<file path="src/wvb_defines.svh">
// --------------------------------------------------
// waveform buffer size macros
// address and word widths, event length,
// header FIFO depth and output link credits
// --------------------------------------------------
`ifndef WVB_DEFINES_SVH
`define WVB_DEFINES_SVH

// sample memory address width, depth is 2**width
`define WVB_ADR_WIDTH 10

// ADC sample and output link word width
`define WVB_DATA_WIDTH 16

// fixed number of samples per event
`define WVB_EVT_LEN 32

// number of queued event headers
`define WVB_HDR_DEPTH 8

// credits granted by the receiver after reset
`define WVB_CREDITS 4

`endif

</file>
<file path="src/wvb_pkg.sv">
// --------------------------------------------------
// waveform buffer types
// event header struct, header word union and the
// sample / output link word
// --------------------------------------------------
`include "wvb_defines.svh"

package wvb_pkg;

  // sample and link word
  typedef logic [`WVB_DATA_WIDTH-1:0] wvb_word_t;

  // event header, 48 bits, msb first on the link
  typedef struct packed {
    logic [23:0]                evt_ltc;
    logic [`WVB_ADR_WIDTH-1:0]  start_addr;
    // last address written for the event
    logic [`WVB_ADR_WIDTH-1:0]  stop_addr;
    logic [3:0]                 trig_src;
  } wvb_hdr_t;

  // raw view is what the FIFO stores and the reader slices
  typedef union packed {
    wvb_hdr_t     f;
    logic [47:0]  raw;
  } wvb_hdr_u;

endpackage

</file>
<file path="src/wvb_hdr_if.sv">
// --------------------------------------------------
// header FIFO interface
// writer, FIFO, reader and overflow monitor views
// --------------------------------------------------
interface wvb_hdr_if;
  import wvb_pkg::*;

  logic      push;
  wvb_hdr_u  push_hdr;
  logic      full;
  logic      pop;
  wvb_hdr_u  head_hdr;
  // head entry is valid while empty is low
  logic      empty;

  modport writer (output push, output push_hdr);

  modport fifo (
    input  push, push_hdr, pop,
    output full, head_hdr, empty
  );

  modport reader (output pop, input head_hdr, empty);

  modport monitor (input full, pop, head_hdr);

endinterface

</file>
<file path="src/wvb_writer.sv">
// --------------------------------------------------
// waveform buffer writer
// trigger acceptance, write address sequencing and
// event header construction
// --------------------------------------------------
`include "wvb_defines.svh"

module wvb_writer (
  input  logic                       clk,
  input  logic                       rst,
  input  logic                       trig,
  input  logic [3:0]                 trig_src,
  input  logic [23:0]                ltc,
  input  wvb_pkg::wvb_word_t         adc_data,
  input  logic                       overflow,
  input  logic [`WVB_ADR_WIDTH-1:0]  wused,
  output logic                       wr_en,
  output logic [`WVB_ADR_WIDTH-1:0]  wr_addr,
  output wvb_pkg::wvb_word_t         wr_data,
  wvb_hdr_if.writer                  hdr
);

  localparam int CNT_W    = $clog2(`WVB_EVT_LEN);
  // room for a full event plus the overflow guard word
  localparam int MAX_USED = (1 << `WVB_ADR_WIDTH) - `WVB_EVT_LEN - 1;

  logic                       busy;
  logic [CNT_W-1:0]           cnt;
  logic                       accept;
  logic                       last;

  // captured at trigger acceptance
  logic [23:0]                ltc_q;
  logic [3:0]                 src_q;
  logic [`WVB_ADR_WIDTH-1:0]  start_q;

  assign accept = trig && !busy && !overflow && (int'(wused) <= MAX_USED);
  assign last   = busy && (cnt == CNT_W'(`WVB_EVT_LEN - 1));

  // first sample goes in on the acceptance edge itself
  assign wr_en   = accept || busy;
  assign wr_data = adc_data;

  always_ff @(posedge clk) begin
    if (rst) begin
      busy    <= 1'b0;
      cnt     <= '0;
      wr_addr <= '0;
    end else begin
      if (wr_en) begin
        // address wraps and carries over to the next event
        wr_addr <= wr_addr + 1'b1;
      end
      if (accept) begin
        busy <= 1'b1;
        cnt  <= CNT_W'(1);
      end else if (last) begin
        busy <= 1'b0;
      end else if (busy) begin
        cnt <= cnt + 1'b1;
      end
    end
  end

  always_ff @(posedge clk) begin
    if (accept) begin
      ltc_q   <= ltc;
      src_q   <= trig_src;
      start_q <= wr_addr;
    end
  end

  // header goes out with the last sample write
  assign hdr.push = last;

  always_comb begin
    hdr.push_hdr.f.evt_ltc    = ltc_q;
    hdr.push_hdr.f.start_addr = start_q;
    hdr.push_hdr.f.stop_addr  = wr_addr;
    hdr.push_hdr.f.trig_src   = src_q;
  end

endmodule

</file>
<file path="src/flat_wrapper.sv">
// flat-port wrapper written by rule: the top's interface ports become plain ports
module wvb_writer_flat 
  (clk, rst, trig, trig_src, ltc, adc_data, overflow, wused, wr_en, wr_addr, wr_data, hdr_push, hdr_push_hdr);
  wvb_hdr_if hdr_i ();
  input  logic clk;
  input  logic rst;
  input  logic trig;
  input  logic [3:0] trig_src;
  input  logic [23:0] ltc;
  input  wvb_pkg::wvb_word_t adc_data;
  input  logic overflow;
  input  logic [`WVB_ADR_WIDTH-1:0] wused;
  output logic wr_en;
  output logic [`WVB_ADR_WIDTH-1:0] wr_addr;
  output wvb_pkg::wvb_word_t wr_data;
  output wire logic [$bits(hdr_i.push)-1:0] hdr_push;
  output wire logic [$bits(hdr_i.push_hdr)-1:0] hdr_push_hdr;
  assign hdr_push = hdr_i.push;
  assign hdr_push_hdr = hdr_i.push_hdr;
  wvb_writer u_core (.clk(clk), .rst(rst), .trig(trig), .trig_src(trig_src), .ltc(ltc), .adc_data(adc_data), .overflow(overflow), .wused(wused), .wr_en(wr_en), .wr_addr(wr_addr), .wr_data(wr_data), .hdr(hdr_i));
endmodule
</file>
<file path="config.mk">
export PLATFORM = sky130hd
export DESIGN_NAME = wvb_writer_flat
export DESIGN_NICKNAME = d
export VERILOG_FILES = /design/src/wvb_pkg.sv /design/src/wvb_hdr_if.sv /design/src/wvb_writer.sv /design/src/flat_wrapper.sv
export VERILOG_INCLUDE_DIRS = /design/src
export SDC_FILE = /design/constraint.sdc
export NUM_CORES = 1
export LEC_CHECK = 0
export BUFFER_PORTS_ARGS = -buffer_cell sky130_fd_sc_hd__buf_4
export CAP_MARGIN = 25
export CORE_MARGIN = 2
export CORE_UTILIZATION = 47
export CTS_BUF_LIST = sky130_fd_sc_hd__clkbuf_8
export DETAILED_ROUTE_END_ITERATION = 12
export PLACE_DENSITY = 0.87
export SLEW_MARGIN = 20
export SYNTH_ARGS = -nofsm -noshare
export SYNTH_HDL_FRONTEND = slang
export SYNTH_SLANG_ARGS = --single-unit
</file>
<file path="constraint.sdc">
create_clock -name clk -period 5.29 [get_ports clk]
set_input_delay 1.058 -clock clk [delete_from_list [all_inputs] [get_ports clk]]
set_output_delay 1.058 -clock clk [all_outputs]
set_load 0.02 [all_outputs]
</file>
Word-level counts from Yosys, hierarchy flattened
Cells that the tools add are included.

storage, ports and cells
  bits in registers = 54
  input bits = 58
  output and inout bits = 76
  logic and storage cells = 30

cells by class
  add/sub/neg operators = 2
  magnitude comparators = 1
  equal/unequal tests = 2
  mux-type cells = 5
  bitwise gates (word level) = 1
  reductions and logical operators = 12

operator list
  cell                   count
  $add 10x1->10 const B  1
  $le 10x10->1 const B   1
  $add 5x1->5 const B    1
  $eq 5x5->1 const B     1
  $mux 1                 5
  $logic_and 1x1->1      4
  $reduce_and 2->1       2
  $reduce_bool 2->1      2
  $logic_not 1->1        2
  $ne 2x1->1 const B     1
  $reduce_or 2->1        1
  $logic_or 1x1->1       1
  $not 1->1              1

Logic depth before layout (Yosys ltp)
Gate-level depths: netlist (run 1).

  word-level depth = 6
  mapped depth = 8
  gate-level depth less buffers = 7

Worst setup path after synthesis (run 1)
No wires, ideal clock.

  path type = input -> register
  from = input trig
  to = register u_core.ltc_q[0], enable pin
  setup time = 0.435 ns
  arrival = 3.039 ns
  required time = 4.855 ns
  slack = 1.817 ns
  cell stages on the path = 3
  path buffers = 0
  path through = nor2b_1 o21ai_2 nor2_1

on the way
  longest elaborated chain between the ends = 3

RTL lines
  item                             RTL line           RTL
  from (decl)                      flat_wrapper.sv:7  input logic trig;
  $logic_and 1x1->1 (3 in series)  wvb_writer.sv:37   assign accept = trig && !busy && !overflow && (int'(wused) <= MAX_USED);
  via u_core.accept                wvb_writer.sv:29   logic accept;
  to (signal assigned)             wvb_writer.sv:67   ltc_q <= ltc;
  to (decl)                        wvb_writer.sv:33   logic [23:0] ltc_q;

The timed path passes the listed nets, and every way through them passes these cells.
A chain may end at the register's enable or synchronous reset.

Worst setup path in the final report (run 1)
  from = input wused[5]
  to = output wr_en

on the way
  longest elaborated chain between the ends = 3

RTL lines
  item               RTL line            RTL
  from (decl)        flat_wrapper.sv:12  input logic [`WVB_ADR_WIDTH-1:0] wused;
  $le 10x10->1       wvb_writer.sv:37
  $logic_and 1x1->1  wvb_writer.sv:37
  $logic_or 1x1->1   wvb_writer.sv:41    assign wr_en = accept || busy;
  to (decl)          flat_wrapper.sv:13  output logic wr_en;

No other way between the ends.

==> impl_metrics.env, run 1 <==
export IMPL_stdcell_count=283
export IMPL_synth_top_cells_by_area="edfxtp_1 (53%), dfxtp_1 (15%), buf_4 (9.0%)"
export IMPL_yosysUniqueCellTypes=34
export IMPL_arrival_ns=2.10
export IMPL_root_buffer="clkbuf_8"
export IMPL_finalCritPeriodShare_pct=59.7
export IMPL_intPower_uw=653
export IMPL_power_density_nw_per_um2=289
export IMPL_fp_dieArea_um2=5150
export IMPL_combPwrFrac_pct=10.9
export IMPL_gp_congestion=0.809
export IMPL_hold_buffers=0
export IMPL_grt_pass1_vias=1349
export IMPL_crit_type="in2out"
export IMPL_rsz0062_at_grt="false"
export IMPL_coreArea_um2=4380
export IMPL_die_w_um=71.8
export IMPL_num_vias=1432
export IMPL_die_h_um=71.8
export IMPL_drive_gt1_share_pct=48.1
export IMPL_cp_slowest_cell="o21ai_2"
export IMPL_routed_wl_um=4480
export IMPL_htreeDepth=2
export IMPL_viasPerCell=5.06
export IMPL_hold_ws_ns=0.505
export IMPL_place_ws_ns=2.13
export IMPL_start_util_pct=49.3
export IMPL_critPathTopFamily="compound AO/OA/AOI/OAI gates"
export IMPL_p_sw_uw=181
export IMPL_num_nets_final=291
export IMPL_critPathCaptureType="output port"
export IMPL_setup_slack_ns=2.13
export IMPL_clk_pin_slew_ns=0.09
export IMPL_antenna_cells=0
export IMPL_finalPower_uw=834
export IMPL_dr_pass1_iters=4
export IMPL_clockBufferDepth=2
export IMPL_setup_tns_ns=0
export IMPL_synth_top_cell_by_area="edfxtp_1"
export IMPL_postPlaceCellArea_um2=2750
export IMPL_cp_data_required_time_ns=4.23
export IMPL_antenna_left=0
export IMPL_post_cts_buffers=0
export IMPL_synth_cells=155
export IMPL_ys_seq_elements=54
export IMPL_fin_crit_ns=3.16
export IMPL_cts_made_buffers=5
export IMPL_cp_start_kind="input pin"
export IMPL_ir_drop_mv=0.138
export IMPL_synth_flop_cell="edfxtp_1"
export IMPL_portBuffers=96
export IMPL_clock_sinks=54
export IMPL_yosys_area_top_type_share_pct=52.8
export IMPL_ys_warn_count=0
export IMPL_clk_latency_ns=0.30
export IMPL_drcViolationCount=0
export IMPL_relSlewSlack_pct=58.4
export IMPL_ioPinCount=134
export IMPL_tightest_slew_ns=0.623
export IMPL_status="completed"
export IMPL_path_max_fanout=10
export IMPL_power_share_clock_pct=31.6
export IMPL_synth_edf_count=38
export IMPL_synth_fp_nets=216
export IMPL_hp_class="reg2reg"
export IMPL_drt_iter0_drc=147
export IMPL_grt_overflow=0
export IMPL_drv_cap=0
export IMPL_ys_seq_area_share_pct=67.7
export IMPL_grt_pass1_wl_um=6820
export IMPL_avgSynthCellArea_um2=13.9
export IMPL_setup_viol=0
export IMPL_postLayoutCellArea_um2=2880
export IMPL_cts_resized=0
export IMPL_clock_skew_ns=0.00717
export IMPL_max_freq_mhz=316
export IMPL_leakage_nw=1.20
export IMPL_postLayoutCoreUtil_pct=65.8
export IMPL_final_hold_viol_count=0
export IMPL_grt_max_degree=40
export IMPL_syn_to_final_growth_pct=33.5
export IMPL_antenna_found_initial=0
export IMPL_synth_area_um2=2160
export IMPL_dp_cells=274
export IMPL_p_sw_share_pct=21.7
export IMPL_async_flop_share_pct=0
export IMPL_grt_use_total_pct=17.6
export IMPL_path_buf_inv=3
export IMPL_seqPwrFrac_pct=57.5
export IMPL_wl_per_cell_um=15.8
export IMPL_hpwl_um=3350
export IMPL_critPathMaxStageDelay_ns=0.43
export IMPL_path_cells="buf_4 -> nand3_1 -> o21ai_2 -> and2_1 -> inv_1 -> buf_4"
export IMPL_cpMostUsedCell="buf_4"
export IMPL_slew_violations=0
export IMPL_cts_tree="built"
export IMPL_core_rowCount=24
## cell usage in the layout, fill, tap and decap left out, types with 2 or more instances in the layout
cell type / netlist / routed
a21oi_1: 5 / 5
and2_1: 2 / 2
buf_4: 26 / 96
clkbuf_8: 0 / 5
dfxtp_1: 16 / 16
edfxtp_1: 38 / 38
ha_1: 3 / 3
inv_1: 3 / 4
mux2_1: 2 / 2
mux2_2: 2 / 2
mux2i_1: 2 / 2
nand2_1: 4 / 4
nand3_1: 3 / 3
nand4_1: 3 / 3
nor2_1: 10 / 9
nor2b_1: 6 / 6
nor3_1: 2 / 2
o21ai_0: 4 / 4
or3_1: 3 / 3
xor2_1: 4 / 4
## power groups by stage
stage                     Clock (mW)  Combinational (mW)  Sequential, mW
after floorplan                    0              0.0430           0.505
after global placement             0              0.0862           0.489
after detailed placement           0              0.0888           0.489
after CTS                      0.270              0.0890           0.480
after global routing           0.286              0.0975           0.481
final                          0.264              0.0909           0.479
## final cells by class
type                            instances  area, µm²
Fill cell                             336       1500
Sequential cell                        54       1460
Timing Repair Buffer                   97        748
Multi-Input combinational cell         69        488
Clock buffer                            5       68.8
Tap cell                               52       65.1
Clock inverter                          3       41.3
Inverter                                3       11.3
## cell usage after synthesis (2+ instances only)
master	count
and2_1	2
a21oi_1	5
mux2i_1	2
nor2_1	10
nor2b_1	6
inv_1	3
mux2_1	2
nand4_1	3
clkbuf_1	3
nor3_1	2
dfxtp_1	16
edfxtp_1	38
buf_4	26
nand3_1	3
nand2_1	4
mux2_2	2
o21ai_0	4
or3_1	3
ha_1	3
xor2_1	4
## logic make-up after synthesis
| kind of cell | Yosys count | share of synthesized area, % |
|---|---|---|
| AO/OA/AOI/OAI | 16 | 5.68 |
| XOR/XNOR | 4 | 1.62 |
| adder cells (fa/ha/maj) | 3 | 1.74 |
| buffers and inverters | 32 | 10.1 |
| flip-flops | 54 | 67.7 |
| multiplexers | 6 | 3.01 |
| AND/OR/NAND/NOR | 40 | 10.2 |
## sequential cells by signal, indices dropped and copies added (netlist names)
register / flops
u_core.start_q: 10
u_core.ltc_q: 24
u_core.src_q: 4
u_core.cnt: 5
u_core.busy: 1
u_core.wr_addr: 10
## worst register-to-register path: stages, from the launching register on
cell,delay [ns]
dfxtp_1,0.35
ha_1,0.21
and3_1,0.19
ha_1,0.19
nor2b_1,0.38
nand4_1,0.17
xor2_1,0.16
nor2_1,0.05
## final timing paths
path	startpoint	to	slack, ns	depth (start not counted)
worst min-delay path	u_core.wr_addr[9]	u_core.start_q[9]	0.51	0
worst max-delay path	wused[5]	wr_en	2.13	6
worst min register to register	u_core.wr_addr[9]	u_core.start_q[9]	0.51	0
worst max register to register	u_core.cnt[0]	u_core.cnt[3]	3.48	7
## metal layers
metal | track usage [%] | share of wire, % | routed length (µm) | up-vias
met2 | 29.2 | 49 | 2190 | 78
met3 | 6.47 | 11 | 492 | 4
met1 | 21.3 | 40 | 1780 | 668
met5 | 0 | 0 | 0 | -
li1 | - | - | - | 682
met4 | 5.66 | 0.60 | 27 | 0
Power figures use the tool's default switching activity.
==> inputs of run 2 (changes only) <==
--- a/config.mk
+++ b/config.mk
@@ -9,10 +9,10 @@
 export BUFFER_PORTS_ARGS = -buffer_cell sky130_fd_sc_hd__buf_4
 export CAP_MARGIN = 25
 export CORE_MARGIN = 2
-export CORE_UTILIZATION = 47
+export CORE_UTILIZATION = 44
 export CTS_BUF_LIST = sky130_fd_sc_hd__clkbuf_8
 export DETAILED_ROUTE_END_ITERATION = 12
-export PLACE_DENSITY = 0.87
+export PLACE_DENSITY = 0.82
 export SLEW_MARGIN = 20
 export SYNTH_ARGS = -nofsm -noshare
 export SYNTH_HDL_FRONTEND = slang
==> constraint.sdc (replaced) <==
create_clock -name clk -period 3.1 [get_ports clk]
set_input_delay 0.62 -clock clk [delete_from_list [all_inputs] [get_ports clk]]
set_output_delay 0.62 -clock clk [all_outputs]
set_load 0.02 [all_outputs]
==> run 2 against run 1 <==
Effect of this change:
- wire length down 5.9%
- hold slack worse by 0.017 ns
- critical path depth unchanged
- combinational power up 66%
- critical endpoint unchanged
==> impl_metrics.env, run 2 (synthesis results as in run 1) <==
export IMPL_status="completed"
export IMPL_fp_dieArea_um2=5480
export IMPL_antenna_found_initial=0
export IMPL_hp_class="in2reg"
export IMPL_grt_pass1_vias=1309
export IMPL_cp_start_kind="input pin"
export IMPL_die_w_um=74.1
export IMPL_drt_iter0_drc=70
export IMPL_die_h_um=74.1
export IMPL_core_rowCount=25
export IMPL_tightest_slew_ns=0.568
export IMPL_rsz0062_at_grt="false"
export IMPL_reg_top3="u_core.ltc_q x24, u_core.start_q x10, u_core.wr_addr x10"
export IMPL_critPathCaptureType="output port"
export IMPL_hpwl_um=3190
export IMPL_clock_skew_ns=0.00775
export IMPL_drive_gt1_share_pct=48.5
export IMPL_clockBufferDepth=2
export IMPL_cp_data_required_time_ns=2.48
export IMPL_cts_tree="built"
export IMPL_layout_commonest_cell="buf_4"
export IMPL_grt_pass1_wl_um=6110
export IMPL_power_density_nw_per_um2=477
export IMPL_final_cell_mix="buf_4 (97), edfxtp_1 (38), dfxtp_1 (16)"
export IMPL_slew_violations=0
export IMPL_cts_resized=0
export IMPL_cts_made_buffers=5
export IMPL_postLayoutCoreUtil_pct=60.8
export IMPL_reg2reg_slack_ns=1.32
export IMPL_post_cts_buffers=0
export IMPL_viasPerCell=4.85
export IMPL_coreArea_um2=4720
export IMPL_path_max_fanout=10
export IMPL_portBuffers=96
export IMPL_dp_cells=290
export IMPL_grt_overflow=0
export IMPL_antenna_cells=0
export IMPL_fin_crit_ns=2.31
export IMPL_root_buffer="clkbuf_8"
export IMPL_htreeDepth=2
export IMPL_clock_sinks=54
export IMPL_final_hold_viol_count=0
export IMPL_wl_per_cell_um=14.2
export IMPL_antenna_left=0
export IMPL_routed_wl_um=4220
export IMPL_dr_pass1_iters=4
export IMPL_hold_buffers=0
export IMPL_crit_type="in2out"
export IMPL_leakage_nw=1.19
export IMPL_top_register="u_core.ltc_q"
export IMPL_max_freq_mhz=433
export IMPL_ioPinCount=134
export IMPL_drcViolationCount=0
export IMPL_clk_latency_ns=0.30
export IMPL_num_nets_final=291
export IMPL_grt_max_degree=40
export IMPL_ir_drop_mv=0.206
export IMPL_num_vias=1444
export IMPL_arrival_ns=1.69
export IMPL_drv_cap=0
export IMPL_grt_use_total_pct=14.7
export IMPL_syn_to_final_growth_pct=33.0
export IMPL_finalCritPeriodShare_pct=74.5
export IMPL_setup_tns_ns=0
export IMPL_largest_reg_flops=24
export IMPL_gp_congestion=0.782
export IMPL_clk_pin_slew_ns=0.09
export IMPL_relSlewSlack_pct=62.1
export IMPL_stdcell_count=298
export IMPL_start_util_pct=45.7
export IMPL_setup_viol=0
run 2: report_power, final:
part	switching [mW]	total, mW	leakage [nW]	internal, mW
combinational	0.0780	0.151	0.651	0.0727
sequential	0.0159	0.817	0.487	0.801
clock	0.218	0.402	0.0478	0.184
run 2: through the flow:
step	cell area [µm²]	power [mW]	hold slack, ns	worst slack [ns]
floorplan	2160	0.935	0.467	0.0646
global placement	2770	0.982	0.482	0.800
detailed placement	2770	0.987	0.497	0.796
CTS	2870	1.39	0.481	0.780
global route	2870	1.42	0.476	0.703
finish	2870	1.37	0.488	0.789
run 2: worst paths after layout:
| kind | start | to | depth (start not counted) |
|---|---|---|---|
| setup / recovery | wused[5] | wr_en | 6 |
| hold / removal | ltc[18] | u_core.ltc_q[18] | 1 |
| setup reg to reg | u_core.cnt[0] | u_core.cnt[3] | 7 |
| hold reg to reg | u_core.wr_addr[9] | u_core.start_q[9] | 0 |
run 2: routing by layer:
layer,vias up,routed length [µm],GRT usage [%]
met3,12,589,4.61
li1,682,-,-
met4,0,88,7.68
met2,96,2020,24.4
met1,654,1520,17.1
met5,-,0,0
run 2: area by class of cell:
class	count	area, µm²
Multi-Input combinational cell	69	488
Clock buffer	6	82.6
Timing Repair Buffer	97	728
Inverter	3	11.3
Clock inverter	2	16.3
Tap cell	67	83.8
Sequential cell	54	1460
Fill cell	359	1850
run 2: critical path: stages:
cell and delay, ns:
buf_4 0.08, nand3_1 0.10, o21ai_2 0.44, and2_1 0.25, inv_1 0.05, buf_4 0.15
==> inputs of run 3 (changes only) <==
--- a/config.mk
+++ b/config.mk
@@ -9,10 +9,10 @@
 export BUFFER_PORTS_ARGS = -buffer_cell sky130_fd_sc_hd__buf_4
 export CAP_MARGIN = 25
 export CORE_MARGIN = 2
-export CORE_UTILIZATION = 44
+export CORE_UTILIZATION = 40
 export CTS_BUF_LIST = sky130_fd_sc_hd__clkbuf_8
 export DETAILED_ROUTE_END_ITERATION = 12
-export PLACE_DENSITY = 0.82
+export PLACE_DENSITY = 0.79
 export SLEW_MARGIN = 20
 export SYNTH_ARGS = -nofsm -noshare
 export SYNTH_HDL_FRONTEND = slang
==> constraint.sdc (replaced) <==
create_clock -name clk -period 1.9 [get_ports clk]
set_input_delay 0.38 -clock clk [delete_from_list [all_inputs] [get_ports clk]]
set_output_delay 0.38 -clock clk [all_outputs]
set_load 0.02 [all_outputs]
==> run 3 against run 2 <==
Effect of this change:
- global-route usage is 0.63 points higher
- core utilization is 3.2 points lower
- highest routed layer unchanged
- worst setup slack worse by 0.72 ns
- non-clock buffer count is 9 higher
- final area is 3.8% higher
- sequential power is 63% higher
- clock-buffer cell count is 1 lower
- via count is 3.5% higher
- clock power is 83% higher
- first-iteration DRC count is 14% higher
- largest cell class unchanged
==> impl_metrics.env, run 3 (synthesis results as in run 1) <==
export IMPL_status="completed"
export IMPL_grt_max_degree=29
export IMPL_crit_type="reg2out"
export IMPL_grt_pass1_vias=1415
export IMPL_layout_commonest_cell="buf_4"
export IMPL_grt_pass1_wl_um=7050
export IMPL_drt_iter0_drc=80
export IMPL_htreeDepth=2
export IMPL_cp_data_required_time_ns=1.52
export IMPL_rsz0062_at_grt="false"
export IMPL_reg2reg_from="u_core.cnt[0]"
export IMPL_critPathCaptureType="output port"
export IMPL_slew_violations=0
export IMPL_relSlewSlack_pct=61.9
export IMPL_max_freq_mhz=546
export IMPL_hp_class="in2reg"
export IMPL_clock_sinks=54
export IMPL_largest_reg_flops=24
export IMPL_power_density_nw_per_um2=783
export IMPL_grt_overflow=0
export IMPL_min_to="u_core.ltc_q[17]"
export IMPL_coreArea_um2=5170
export IMPL_syn_to_final_growth_pct=38.1
export IMPL_clock_skew_ns=0.00239
export IMPL_core_rowCount=26
export IMPL_antenna_left=0
export IMPL_leakage_nw=1.24
export IMPL_cts_made_buffers=5
export IMPL_die_h_um=77.5
export IMPL_grt_use_total_pct=15.3
export IMPL_tightest_slew_ns=0.571
export IMPL_cp_slowest_cell="dfxtp_2"
export IMPL_hpwl_um=3340
export IMPL_antenna_found_initial=0
export IMPL_clk_pin_slew_ns=0.09
export IMPL_arrival_ns=1.45
export IMPL_root_buffer="clkbuf_8"
export IMPL_cpMostUsedCell="ha_2"
export IMPL_num_nets_final=300
export IMPL_dr_pass1_iters=4
export IMPL_hold_depth=1
export IMPL_reg_top3="u_core.ltc_q x24, u_core.start_q x10, u_core.wr_addr x10"
export IMPL_ir_drop_mv=0.339
export IMPL_routed_wl_um=4420
export IMPL_path_max_fanout=2
export IMPL_wl_per_cell_um=14.2
export IMPL_critPathMaxStageDelay_ns=0.34
export IMPL_setup_viol=0
export IMPL_final_hold_viol_count=0
export IMPL_viasPerCell=4.82
export IMPL_cp_start_kind="flip-flop"
export IMPL_path_cells="ha_2 -> and3_1 -> ha_2 -> and2_4 -> buf_6"
export IMPL_gp_congestion=0.669
export IMPL_die_w_um=77.5
export IMPL_final_cell_mix="buf_4 (104), edfxtp_1 (38), dfxtp_1 (13)"
export IMPL_cts_tree="built"
export IMPL_drcViolationCount=0
export IMPL_finalCritPeriodShare_pct=96.4
export IMPL_hold_ws_ns=0.246
export IMPL_drive_gt1_share_pct=52.5
export IMPL_rr_worst_depth=9
export IMPL_ioPinCount=134
export IMPL_start_util_pct=41.8
export IMPL_worstReg2RegEnd="u_core.cnt[3]"
export IMPL_portBuffers=96
export IMPL_fp_dieArea_um2=6000
export IMPL_clockBufferDepth=2
export IMPL_hold_buffers=0
export IMPL_top_register="u_core.ltc_q"
export IMPL_min_from="ltc[17]"
export IMPL_drv_cap=0
export IMPL_fin_crit_ns=1.83
export IMPL_setup_tns_ns=0
export IMPL_reg2reg_slack_ns=0.22
export IMPL_num_vias=1494
export IMPL_crit_path_start="u_core.cnt[0]"
export IMPL_antenna_cells=0
export IMPL_clk_latency_ns=0.30
run 3: worst max-delay path: cells and delay by family, from the launching register on:
kind | cells | cell delay [ns]
adder cells (fa/ha/maj) | 2 | 0.35
flip-flops | 1 | 0.34
AND/OR/NAND/NOR | 2 | 0.34
buffers and inverters | 1 | 0.12
run 3: how the worst max path moves through the flow:
stage	to	slack [ns]	depth (start not counted)
2_1_floorplan	u_core.ltc_q[0]	0.18	3
3_3_place_gp	u_core.ltc_q[1]	0.15	6
3_5_place_dp	u_core.start_q[7]	0.18	6
4_1_cts	hdr_push	0.02	5
5_1_grt	hdr_push	0.02	5
6_report	hdr_push	0.07	5
run 3: layout make-up:
| class | count | area, µm² |
|---|---|---|
| multi-input cells | 69 | 495 |
| clock inverters | 3 | 41.3 |
| clock buffers | 5 | 68.8 |
| flip-flops and latches | 54 | 1470 |
| inverters | 3 | 11.3 |
| repair buffers | 106 | 812 |
| well taps | 70 | 87.6 |
| fillers | 426 | 2190 |
run 3: what timing repair did:
item                       4_1_cts  5_1_grt
gates cloned                     0        0
setup endpoints to repair        1        2
resized for setup                3        4
buffers inserted                 1        1
run 3: through the flow:
stage	cell area [µm²]	std cells	worst slack [ns]	power [mW]	util [%]
after floorplan	2170	155	0.177	1.53	-
after global placement	2840	300	0.151	1.61	54.9
after detailed placement	2840	300	0.176	1.62	54.9
after CTS	2970	309	0.0203	2.35	57.3
after global routing	2980	310	0.0183	2.42	57.6
final	2980	310	0.0687	2.33	57.6
run 3: report_power, final:
part           internal [mW]  total [mW]  switching [mW]
logic                  0.132       0.268           0.136
registers               1.31        1.33          0.0215
clock network          0.388       0.736           0.349
total                   1.83        2.33           0.506
run 3: layer usage:
layer	vias up	track usage (%)	wire length, µm
met5	-	0	0
met4	0	5.71	82
met3	14	5.47	454
met2	77	26.8	2170
met1	707	17.1	1710
li1	696	-	-
